File: src/hdl/write_dma_defs.svh
`ifndef WRITE_DMA_DEFS_SVH
`define WRITE_DMA_DEFS_SVH

// width of one data word on the user and memory sides
`define WD_DATA_WIDTH 32

// byte lanes per word, also the address and length step
`define WD_BYTE_WIDTH 4

// master address and byte length width
`define WD_ADDR_WIDTH 32

// user buffer sizing, depth kept a power of two
`define WD_FIFO_DEPTH_LOG2 5
`define WD_FIFO_DEPTH (1 << `WD_FIFO_DEPTH_LOG2)

// host register slave offset width
`define WD_CSR_ADDR_WIDTH 2

`endif

File: src/hdl/write_dma_pkg.sv
`include "write_dma_defs.svh"

package write_dma_pkg;

	typedef logic [`WD_DATA_WIDTH-1:0] data_t;      // one user or memory word
	typedef logic [`WD_ADDR_WIDTH-1:0] addr_t;      // byte address or byte length
	typedef logic [`WD_BYTE_WIDTH-1:0] byteen_t;    // one bit per byte lane
	typedef logic [`WD_CSR_ADDR_WIDTH-1:0] csr_addr_t;

	// host register map, word offsets
	typedef enum csr_addr_t
	{
		REG_BASE    = 0,
		REG_LENGTH  = 1,
		REG_CONTROL = 2, // bit 0 go, bit 1 fixed_location
		REG_STATUS  = 3  // bit 0 done
	} csr_reg_e;

endpackage

File: src/hdl/write_control_if.sv
interface write_control_if;
	import write_dma_pkg::*;

	logic  fixed_location; // keep writing to the base address
	addr_t write_base;     // first byte address
	addr_t write_length;   // bytes to move
	logic  go;             // one-cycle load strobe
	logic  done;           // length counter is zero

	// register slave side
	modport ctrl
	(
		output fixed_location, write_base, write_length, go,
		input  done
	);

	// write master side
	modport master
	(
		input  fixed_location, write_base, write_length, go,
		output done
	);

endinterface

File: src/hdl/control_csr.sv
module control_csr (
	input  logic                     clk,
	input  logic                     reset,
	// host register port
	input  write_dma_pkg::csr_addr_t csr_address,
	input  logic                     csr_write,
	input  write_dma_pkg::data_t     csr_writedata,
	input  logic                     csr_read,
	output write_dma_pkg::data_t     csr_readdata,
	// command to the write master
	write_control_if.ctrl            ctl
);
	import write_dma_pkg::*;

	localparam int CTRL_GO_BIT     = 0;
	localparam int CTRL_FIXED_BIT  = 1;
	localparam int STATUS_DONE_BIT = 0;

	addr_t    base_reg;
	addr_t    length_reg;
	logic     fixed_reg;
	logic     go_reg;
	csr_reg_e reg_sel;      // offset seen as a register name
	logic     wr_control;
	data_t    control_word; // control as read back
	data_t    status_word;

	assign reg_sel    = csr_reg_e'(csr_address);
	assign wr_control = csr_write && (reg_sel == REG_CONTROL);

	always_ff @(posedge clk or posedge reset)
	begin
		if (reset)
		begin
			base_reg   <= '0;
			length_reg <= '0;
			fixed_reg  <= 1'b0;
			go_reg     <= 1'b0;
		end
		else
		begin
			if (csr_write && (reg_sel == REG_BASE))
				base_reg <= csr_writedata;
			if (csr_write && (reg_sel == REG_LENGTH))
				length_reg <= csr_writedata; // expected a multiple of the word size
			if (wr_control)
				fixed_reg <= csr_writedata[CTRL_FIXED_BIT];
			// go only lives for the cycle after the host write
			go_reg <= wr_control && csr_writedata[CTRL_GO_BIT];
		end
	end

	// go is a strobe, so it never reads back
	always_comb
	begin
		control_word                 = '0;
		control_word[CTRL_FIXED_BIT] = fixed_reg;
	end

	always_comb
	begin
		status_word                  = '0;
		status_word[STATUS_DONE_BIT] = ctl.done; // live from the length counter
	end

	always_ff @(posedge clk or posedge reset)
	begin
		if (reset)
		begin
			csr_readdata <= '0;
		end
		else if (csr_read)
		begin
			case (reg_sel)
				REG_BASE:    csr_readdata <= base_reg;
				REG_LENGTH:  csr_readdata <= length_reg;
				REG_CONTROL: csr_readdata <= control_word;
				REG_STATUS:  csr_readdata <= status_word;
				default:     csr_readdata <= '0;
			endcase
		end
	end

	assign ctl.write_base     = base_reg;
	assign ctl.write_length   = length_reg;
	assign ctl.fixed_location = fixed_reg;
	assign ctl.go             = go_reg;

endmodule

File: src/hdl/showahead_fifo.sv
`include "write_dma_defs.svh"

module showahead_fifo #(
	parameter int WIDTH = `WD_DATA_WIDTH,
	parameter int DEPTH = `WD_FIFO_DEPTH
) (
	input  logic                 clk,
	input  logic                 reset,
	input  logic                 wr_en,
	input  write_dma_pkg::data_t wr_data,
	input  logic                 rd_en,
	output write_dma_pkg::data_t rd_data,
	output logic                 full,
	output logic                 empty
);

	localparam int DEPTH_LOG2 = (DEPTH > 1) ? $clog2(DEPTH) : 1;

	logic [WIDTH-1:0] mem [DEPTH]; // word storage
	logic [DEPTH_LOG2-1:0] wr_ptr;
	logic [DEPTH_LOG2-1:0] rd_ptr;
	logic [DEPTH_LOG2:0] count;    // one extra bit so it can reach DEPTH

	// pointer step that wraps after DEPTH - 1 for any depth
	function automatic logic [DEPTH_LOG2-1:0] next_ptr(input logic [DEPTH_LOG2-1:0] ptr);
		logic [DEPTH_LOG2-1:0] nxt;
		if (ptr == DEPTH_LOG2'(DEPTH - 1))
		begin
			nxt = '0;
		end
		else
		begin
			nxt = ptr + 1'b1;
		end
		return nxt;
	endfunction

	always_ff @(posedge clk)
	begin
		if (wr_en)
		begin
			mem[wr_ptr] <= wr_data;
		end
	end

	always_ff @(posedge clk or posedge reset)
	begin
		if (reset)
		begin
			wr_ptr <= '0;
			rd_ptr <= '0;
			count  <= '0;
		end
		else
		begin
			if (wr_en)
				wr_ptr <= next_ptr(wr_ptr);
			if (rd_en)
				rd_ptr <= next_ptr(rd_ptr); // head moves on to the next word
			// occupancy follows the net of push and pop
			case ({wr_en, rd_en})
				2'b10:   count <= count + 1'b1;
				2'b01:   count <= count - 1'b1;
				default: count <= count;
			endcase
		end
	end

	// head word is on the output while not empty
	assign rd_data = mem[rd_ptr];
	assign full    = (count == (DEPTH_LOG2 + 1)'(DEPTH));
	assign empty   = (count == '0);

endmodule

File: src/hdl/write_dma_top.sv
module write_dma_top (
	input  logic                     clk,
	input  logic                     reset,
	// host register port
	input  write_dma_pkg::csr_addr_t csr_address,
	input  logic                     csr_write,
	input  write_dma_pkg::data_t     csr_writedata,
	input  logic                     csr_read,
	output write_dma_pkg::data_t     csr_readdata,
	// user data port
	input  logic                     user_write_buffer,
	input  write_dma_pkg::data_t     user_buffer_data,
	output logic                     user_buffer_full,
	// memory write port
	output write_dma_pkg::addr_t     master_address,
	output logic                     master_write,
	output write_dma_pkg::byteen_t   master_byteenable,
	output write_dma_pkg::data_t     master_writedata,
	input  logic                     master_waitrequest
);

	// command and done between the register slave and the master
	write_control_if ctl_if ();

	control_csr csr0 (
		.clk           (clk),
		.reset         (reset),
		.csr_address   (csr_address),
		.csr_write     (csr_write),
		.csr_writedata (csr_writedata),
		.csr_read      (csr_read),
		.csr_readdata  (csr_readdata),
		.ctl           (ctl_if.ctrl)
	);

	write_master master0 (
		.clk                (clk),
		.reset              (reset),
		.ctl                (ctl_if.master),
		.user_write_buffer  (user_write_buffer),
		.user_buffer_data   (user_buffer_data),
		.user_buffer_full   (user_buffer_full),
		.master_address     (master_address),
		.master_write       (master_write),
		.master_byteenable  (master_byteenable),
		.master_writedata   (master_writedata),
		.master_waitrequest (master_waitrequest)
	);

endmodule

File: src/hdl/write_master.sv
`include "write_dma_defs.svh"

module write_master (
	input  logic                     clk,
	input  logic                     reset,
	// transfer command and status
	write_control_if.master          ctl,
	// user data feed
	input  logic                     user_write_buffer,
	input  write_dma_pkg::data_t     user_buffer_data,
	output logic                     user_buffer_full,
	// memory-mapped write port
	output write_dma_pkg::addr_t     master_address,
	output logic                     master_write,
	output write_dma_pkg::byteen_t   master_byteenable,
	output write_dma_pkg::data_t     master_writedata,
	input  logic                     master_waitrequest
);
	import write_dma_pkg::*;

	logic  fixed_location_q; // latched on go
	addr_t address;          // steps one word per accepted write
	addr_t length;           // bytes still to move
	logic  done;
	logic  buffer_empty;
	logic  accept;           // word leaves on this edge

	always_ff @(posedge clk or posedge reset)
	begin
		if (reset)
		begin
			fixed_location_q <= 1'b0;
		end
		else if (ctl.go)
		begin
			fixed_location_q <= ctl.fixed_location;
		end
	end

	// address counter
	always_ff @(posedge clk or posedge reset)
	begin
		if (reset)
		begin
			address <= '0;
		end
		else if (ctl.go)
		begin
			address <= ctl.write_base;
		end
		else if (accept && !fixed_location_q)
		begin
			address <= address + addr_t'(`WD_BYTE_WIDTH); // full words only
		end
	end

	// length counter
	always_ff @(posedge clk or posedge reset)
	begin
		if (reset)
		begin
			length <= '0; // comes out of reset done
		end
		else if (ctl.go)
		begin
			length <= ctl.write_length;
		end
		else if (accept)
		begin
			length <= length - addr_t'(`WD_BYTE_WIDTH);
		end
	end

	assign done     = (length == '0);
	assign ctl.done = done;

	assign master_write = !buffer_empty && !done;
	assign accept       = !buffer_empty && !master_waitrequest && !done;

	assign master_address    = address;
	assign master_byteenable = '1; // every access is a whole word

	// user words wait here until the bus takes them
	showahead_fifo #(
		.WIDTH (`WD_DATA_WIDTH),
		.DEPTH (`WD_FIFO_DEPTH)
	) user_fifo (
		.clk     (clk),
		.reset   (reset),
		.wr_en   (user_write_buffer),
		.wr_data (user_buffer_data),
		.rd_en   (accept),
		.rd_data (master_writedata),
		.full    (user_buffer_full),
		.empty   (buffer_empty)
	);

endmodule

File: config.mk
export PLATFORM = sky130hd
export DESIGN_NAME = write_dma_top
export DESIGN_NICKNAME = d
export VERILOG_FILES = /design/src/hdl/write_dma_pkg.sv /design/src/hdl/write_control_if.sv /design/src/hdl/control_csr.sv /design/src/hdl/showahead_fifo.sv /design/src/hdl/write_dma_top.sv /design/src/hdl/write_master.sv
export VERILOG_INCLUDE_DIRS = /design/src /design/src/hdl
export SDC_FILE = /design/constraint.sdc
export NUM_CORES = 1
export LEC_CHECK = 0
export CAP_MARGIN = 30
export CORE_ASPECT_RATIO = 2
export CORE_UTILIZATION = 40
export DETAILED_ROUTE_END_ITERATION = 8
export DONT_BUFFER_PORTS = 1
export GPL_TIMING_DRIVEN = 0
export PLACE_DENSITY_LB_ADDON = 0.12
export SYNTH_ARGS = -nofsm -noshare
export SYNTH_HDL_FRONTEND = slang
export SYNTH_SLANG_ARGS = --single-unit
File: constraint.sdc
create_clock -name clk -period 11.6 [get_ports clk]
set_input_delay 2.32 -clock clk [delete_from_list [all_inputs] [get_ports clk]]
set_output_delay 2.32 -clock clk [all_outputs]
set_load 0.02 [all_outputs]
* Word-level counts from Yosys, hierarchy flattened *
Memories as Yosys holds them, arrays and structs flattened.
Index checks and enable logic that the tools add are counted.

cells by class
  add/sub/neg operators = 6
  $mul = 0
  divide/modulo/power cells = 0
  order comparisons = 0
  eq/ne operators = 8
  shift operators = 0
  muxes and demuxes = 10
  bitwise gates (word level) = 0
  reductions and logical operators = 18

operator list
  cell                   count
  $mux 32                4
  $pmux 32 s4            1
  $add 32x3->32 const B  1
  $logic_not 32->1       1
  $sub 32x3->32 const B  1
  $pmux 6 s2             1
  $add 5x1->5 const B    2
  $eq 5x5->1 const B     2
  $mux 5                 2
  $logic_and 1x1->1      8
  $add 6x1->6 const B    1
  $eq 2x2->1 const B     3
  $eq 6x6->1 const B     1
  $logic_not 6->1        1
  $reduce_bool 2->1      3
  $sub 6x1->6 const B    1
  $eq 2x1->1 const B     2
  $logic_not 1->1        4
  $logic_not 2->1        1
  $mux 1                 2

word-level totals
  flip-flop bits (word level) = 179
  bits in latches = 0
  memory bits (writable) = 1,024
  bits in read-only memories = 0
  input port bits = 72
  output and inout bits = 102
  word-level logic and storage cells = 54
  memories kept = 1

memory list
  name                   depth  width  read ports  clocked after Yosys merged registers in  write ports  line                  source
  master0.user_fifo.mem  32     32     1           0                                        1            showahead_fifo.sv:19  logic [WIDTH-1:0] mem [DEPTH];

* Depth between registers and ports, before layout *
  depth after elaboration = 7
  depth in mapped cells = 16
  depth with buffers taken out = 15

* Cells and area by module *
A second synthesis with hierarchy kept.

second synthesis, totals
  cell total of the unflattened synthesis = 2,563
  area, all modules = 47,874.7 um^2

modules (own cells, without submodules)
  module          instances  cells an instance  area an instance (um^2)  sequential area each (um^2)
  showahead_fifo  1          1,825              39,789.4                 31,149.9
  write_master    1          453                4,076.4                  1,626.6
  control_csr     1          285                4,008.8                  2,452.4

* Worst setup path before layout *
OpenSTA, ideal clock, no wires.

  path kind = input -> register
  start point = input user_write_buffer
  end point = memory master0.user_fifo.mem[12][0] (netlist name), enable pin
  library setup time = 0.461 ns
  data arrival time = 5.058 ns
  required time = 11.139 ns
  setup slack = 6.081 ns
  cell stages on the path = 3
  buffers on the path = 1
  cell sequence = clkbuf_1 > nand2_1 > nor3_1

between the ends
  word-level cells in the longest chain between the ends = 2

RTL lines
  element                       line                  source
  from (decl)                   write_dma_top.sv:11   input logic user_write_buffer,
  $mux 1                        showahead_fifo.sv:40  if (wr_en)
  $mux 1 (implied by the code)  showahead_fifo.sv:42  mem[wr_ptr] <= wr_data;
  to (decl)                     showahead_fifo.sv:19

No other way between the ends.

* Final worst setup path *
  start point = register master0.user_fifo.rd_ptr[1]
  end point = output master_writedata[4]

between the ends
  word-level cells in the longest chain between the ends = 1

RTL lines
  element                 line                  source
  from (decl)             showahead_fifo.sv:21  logic [DEPTH_LOG2-1:0] rd_ptr;
  from (signal assigned)  showahead_fifo.sv:59  rd_ptr <= next_ptr(rd_ptr);
  $mem_v2 32x32           --
  to (decl)               write_dma_top.sv:18   output write_dma_pkg::data_t master_writedata,

No other way between the ends.

==> reports/qor.json <==
{
  "final.min_clock_period": {"value": 6.50, "unit": "ns"},
  "grt_setup_unrepaired": {"value": "false"},
  "regToRegStartpoint": {"value": "master0.length[27]"},
  "synthCells": {"value": 2369},
  "outcome": {"value": "complete, but fails checks"},
  "maxCapViolCount": {"value": 0},
  "multi_input_area": {"value": 0.0122, "unit": "sq mm"},
  "grt_remaining_overflow": {"value": 0},
  "critical_path_required": {"value": 9.28, "unit": "ns"},
  "timing.hold.worst.start": {"value": "csr0.ctl.write_base[1]"},
  "drt_first_pass_iters": {"value": 7},
  "synth-main-ff-cell": {"value": "edfxtp_1"},
  "finalWirelength": {"value": 138, "unit": "mm"},
  "hold_end": {"value": "master0.master_address[1]"},
  "r2r_cells": {"value": 14},
  "numPlacedInstances": {"value": 4009},
  "critical_path_peak_fanout": {"value": 10},
  "global_route.usage.total": {"value": 23.1, "unit": "%"},
  "vias_in_the_first_global_route": {"value": 26500},
  "flip_flop_count_of_the_largest_register_all_copies_and_words_added": {"value": 1024},
  "grt_pass1_wl": {"value": 194, "unit": "mm"},
  "drt-vias-per-instance": {"value": 5.81},
  "fin_skew": {"value": 0.0234, "unit": "ns"},
  "antenna_violations_before_repair": {"value": 1},
  "r2r_setup_slack": {"value": 7.20, "unit": "ns"},
  "cellPowerDensity": {"value": 226, "unit": "mW/mm^2"},
  "synth_adder_area_share": {"value": 0.339, "unit": "%"},
  "violations": {"value": "DRC"},
  "synth-async-reset-ratio": {"value": 14.9, "unit": "%"},
  "cts_hold_buffers": {"value": 0},
  "worst_skew_pair.late_latency": {"value": 0.75, "unit": "ns"},
  "final_min_period_over_clock_period": {"value": 56.0, "unit": "%"},
  "vdd_drop_max": {"value": 191, "unit": "uV"},
  "max_slew.worst_pin.slew": {"value": 1.05, "unit": "ns"},
  "postCtsSetupBuffers": {"value": 0},
  "area_added_between_synthesis_and_finish": {"value": 14.9, "unit": "%"},
  "dr.first_iter.drc_count": {"value": 1948},
  "die_area": {"value": 0.122, "unit": "sq mm"},
  "yosys.area_share.simple": {"value": 3.77, "unit": "%"},
  "critPathCaptureType": {"value": "primary output"},
  "synth_sequential_area_ratio": {"value": 73.4, "unit": "%"},
  "synthTopCellsByCount": {"value": "edfxtp_1, mux4_2, dfrtp_1"},
  "final-setup-viol-count": {"value": 0},
  "cp_slowest_cell": {"value": "buf_1"},
  "placeableCoreArea": {"value": 0.119, "unit": "sq mm"},
  "gp_congestion": {"value": 0.870},
  "post_synth_num_cell_types": {"value": 66},
  "final-seq-area": {"value": 0.0352, "unit": "sq mm"},
  "synthesized_area_fraction_occupied_by_xor_and_xnor_cells": {"value": 0.164, "unit": "%"},
  "clkSinkCount": {"value": 1203},
  "die_height": {"value": 492, "unit": "um"},
  "worst_setup_path_start_kind": {"value": "register"},
  "critical_path.reg2reg.endpoint": {"value": "master0.user_fifo.count[4]"},
  "initial_core_util": {"value": 40.4, "unit": "%"},
  "core_rows": {"value": 179},
  "achievable-frequency": {"value": 154, "unit": "MHz"},
  "drc": {"value": 58},
  "layoutNonFillerInstCount": {"value": 4213},
  "synth_top_family_by_area": {"value": "multiplexers"},
  "synth.top_cells.by_area": {"value": "edfxtp_1, mux4_2, dfrtp_1, mux2_2, mux2i_1"},
  "worstPathArrival": {"value": 4.18, "unit": "ns"},
  "drive_above_1_share": {"value": 29.1, "unit": "%"},
  "final-max-slew-violation-count": {"value": 0},
  "hold_viol": {"value": 0},
  "synth.ff_latch_count": {"value": 1203},
  "hpwl_after_detailed_placement": {"value": 97.7, "unit": "mm"},
  "total_of_warnings_raised_by_yosys": {"value": 0},
  "tritoncts": {"value": "done"},
  "synth_most_common_cell": {"value": "edfxtp_1"},
  "synth_compound_area_share": {"value": 2.45, "unit": "%"},
  "wl_per_cell": {"value": 32.7, "unit": "um"},
  "largest-register": {"value": "master0.user_fifo.mem"},
  "p_leak": {"value": 17.9, "unit": "nW"},
  "mappedNetlistArea": {"value": 0.0480, "unit": "sq mm"},
  "nets_finish": {"value": 2667},
  "num-fill-cells": {"value": 9899},
  "setup-tns-final": {"value": 0, "unit": "ns"},
  "syn-mean-instance-area": {"value": 20.3, "unit": "sq um"},
  "timing.setup.critical_path_class": {"value": "reg2out"},
  "tritoncts.num_buffers": {"value": 108},
  "grt_start_max_net_pins": {"value": 107},
  "h-tree-depth": {"value": 3},
  "drt.antenna.violating_nets": {"value": 0},
  "min_delay_path_depth": {"value": 1},
  "report.power.total": {"value": 12.4, "unit": "mW"},
  "cts.path.max_buffers": {"value": 3},
  "synth.top_cell.area_share": {"value": 64.0, "unit": "%"},
  "hold_path_class": {"value": "reg2reg"},
  "worst_path_largest_cell_delay": {"value": 0.82, "unit": "ns"},
  "netlist.top_cell.by_area": {"value": "edfxtp_1"},
  "post_cts_resized": {"value": 0},
  "timing.max_slew.rel_slack": {"value": 29.7, "unit": "%"},
  "die-width": {"value": 247, "unit": "um"},
  "clk_root_buffer_cell": {"value": "clkbuf_16"},
  "synth_enable_flop_cells": {"value": 1024},
  "cts.clk_slew.worst_paths": {"value": 0.07, "unit": "ns"},
  "vias_after_detailed_routing": {"value": 24500},
  "synth.area.mux_share": {"value": 18.2, "unit": "%"},
  "place.port_buffers": {"value": 0},
  "cp_cell_instances": {"value": "clkbuf_1 -> clkbuf_1 -> buf_1 -> mux4_2 -> mux4_2 -> mux2_2"},
  "i_o_pins": {"value": 174},
  "finish.utilization": {"value": 46.4, "unit": "%"}
}
## power breakdown
part | total, mW | switching [mW] | internal [mW]
sequential | 5.32 | 0.297 | 5.02
combinational | 3.49 | 1.96 | 1.53
clock | 3.63 | 1.65 | 1.98
## worst max-delay path by stage
stage	startpoint	endpoint	slack (ns)	cells after the start
after floorplan	reset	csr0.csr_readdata[0]	4.42	1
after global placement	user_write_buffer	master0.user_fifo.mem[17][18]	1.88	3
after detailed placement	master0.user_fifo.rd_ptr[3]	master_writedata[22]	5.82	5
after CTS	master0.user_fifo.rd_ptr[3]	master_writedata[22]	4.98	5
after global routing	master0.user_fifo.rd_ptr[1]	master_writedata[4]	4.98	6
final	master0.user_fifo.rd_ptr[1]	master_writedata[4]	5.10	6
## metal layers
metal  wire length [um]  global-route usage [%]  share of wire (%)
met2              75600                    42.6                 55
met1              47100                    24.6                 34
met5                  0                       0                  0
met4               7810                    12.4                5.7
met3               7140                    4.02                5.2
## critical path, delay by kind of cell, from the launching register on
kind	cells	cell delay (ns)
buffers and inverters	3	1.71
DFF	1	0.35
muxes	3	1.35
## logic make-up after synthesis
family,Yosys count
adders and majority gates,13
DFF,1203
AOI/OAI and AO/OA,172
xor gates and xnor gates,9
and+or+nand+nor,331
other,1
muxes,460
buffers and inverters,180
## cell usage in the layout, fill, tap and decap left out, types with 26 or more instances in the layout
cell type / instances
nand2_1: 47
clkbuf_16: 109
mux2i_1: 34
clkinv_1: 26
nor2_1: 60
mux2_2: 106
o22ai_1: 30
o21ai_0: 26
buf_4: 33
nand3_1: 35
a31oi_1: 39
mux4_2: 320
or4_1: 30
dfrtp_1: 179
clkbuf_1: 100
inv_1: 42
edfxtp_1: 1024
buf_6: 44
## per-stage QoR
stage | area (sq um) | worst slack (ns) | hold slack (ns)
6_report | 55200 | 5.10 | 0.526
3_5_place_dp | 51600 | 5.82 | 0.518
2_1_floorplan | 48000 | 4.42 | 0.465
5_1_grt | 55200 | 4.98 | 0.547
3_3_place_gp | 49900 | 1.88 | 0.511
4_1_cts | 55100 | 4.98 | 0.525
## layout make-up
type / count / share of cell area (%)
antenna: 1 / 0.00454
buffer: 137 / 1.18
clock buffer: 134 / 5.13
clock inverter: 68 / 1.23
inverter: 43 / 0.306
multi-input combinational: 989 / 22.1
sequential: 1203 / 63.9
tap: 1538 / 3.49
timing repair buffer: 100 / 2.69
Note: power is estimated with default switching activity, not from simulation.
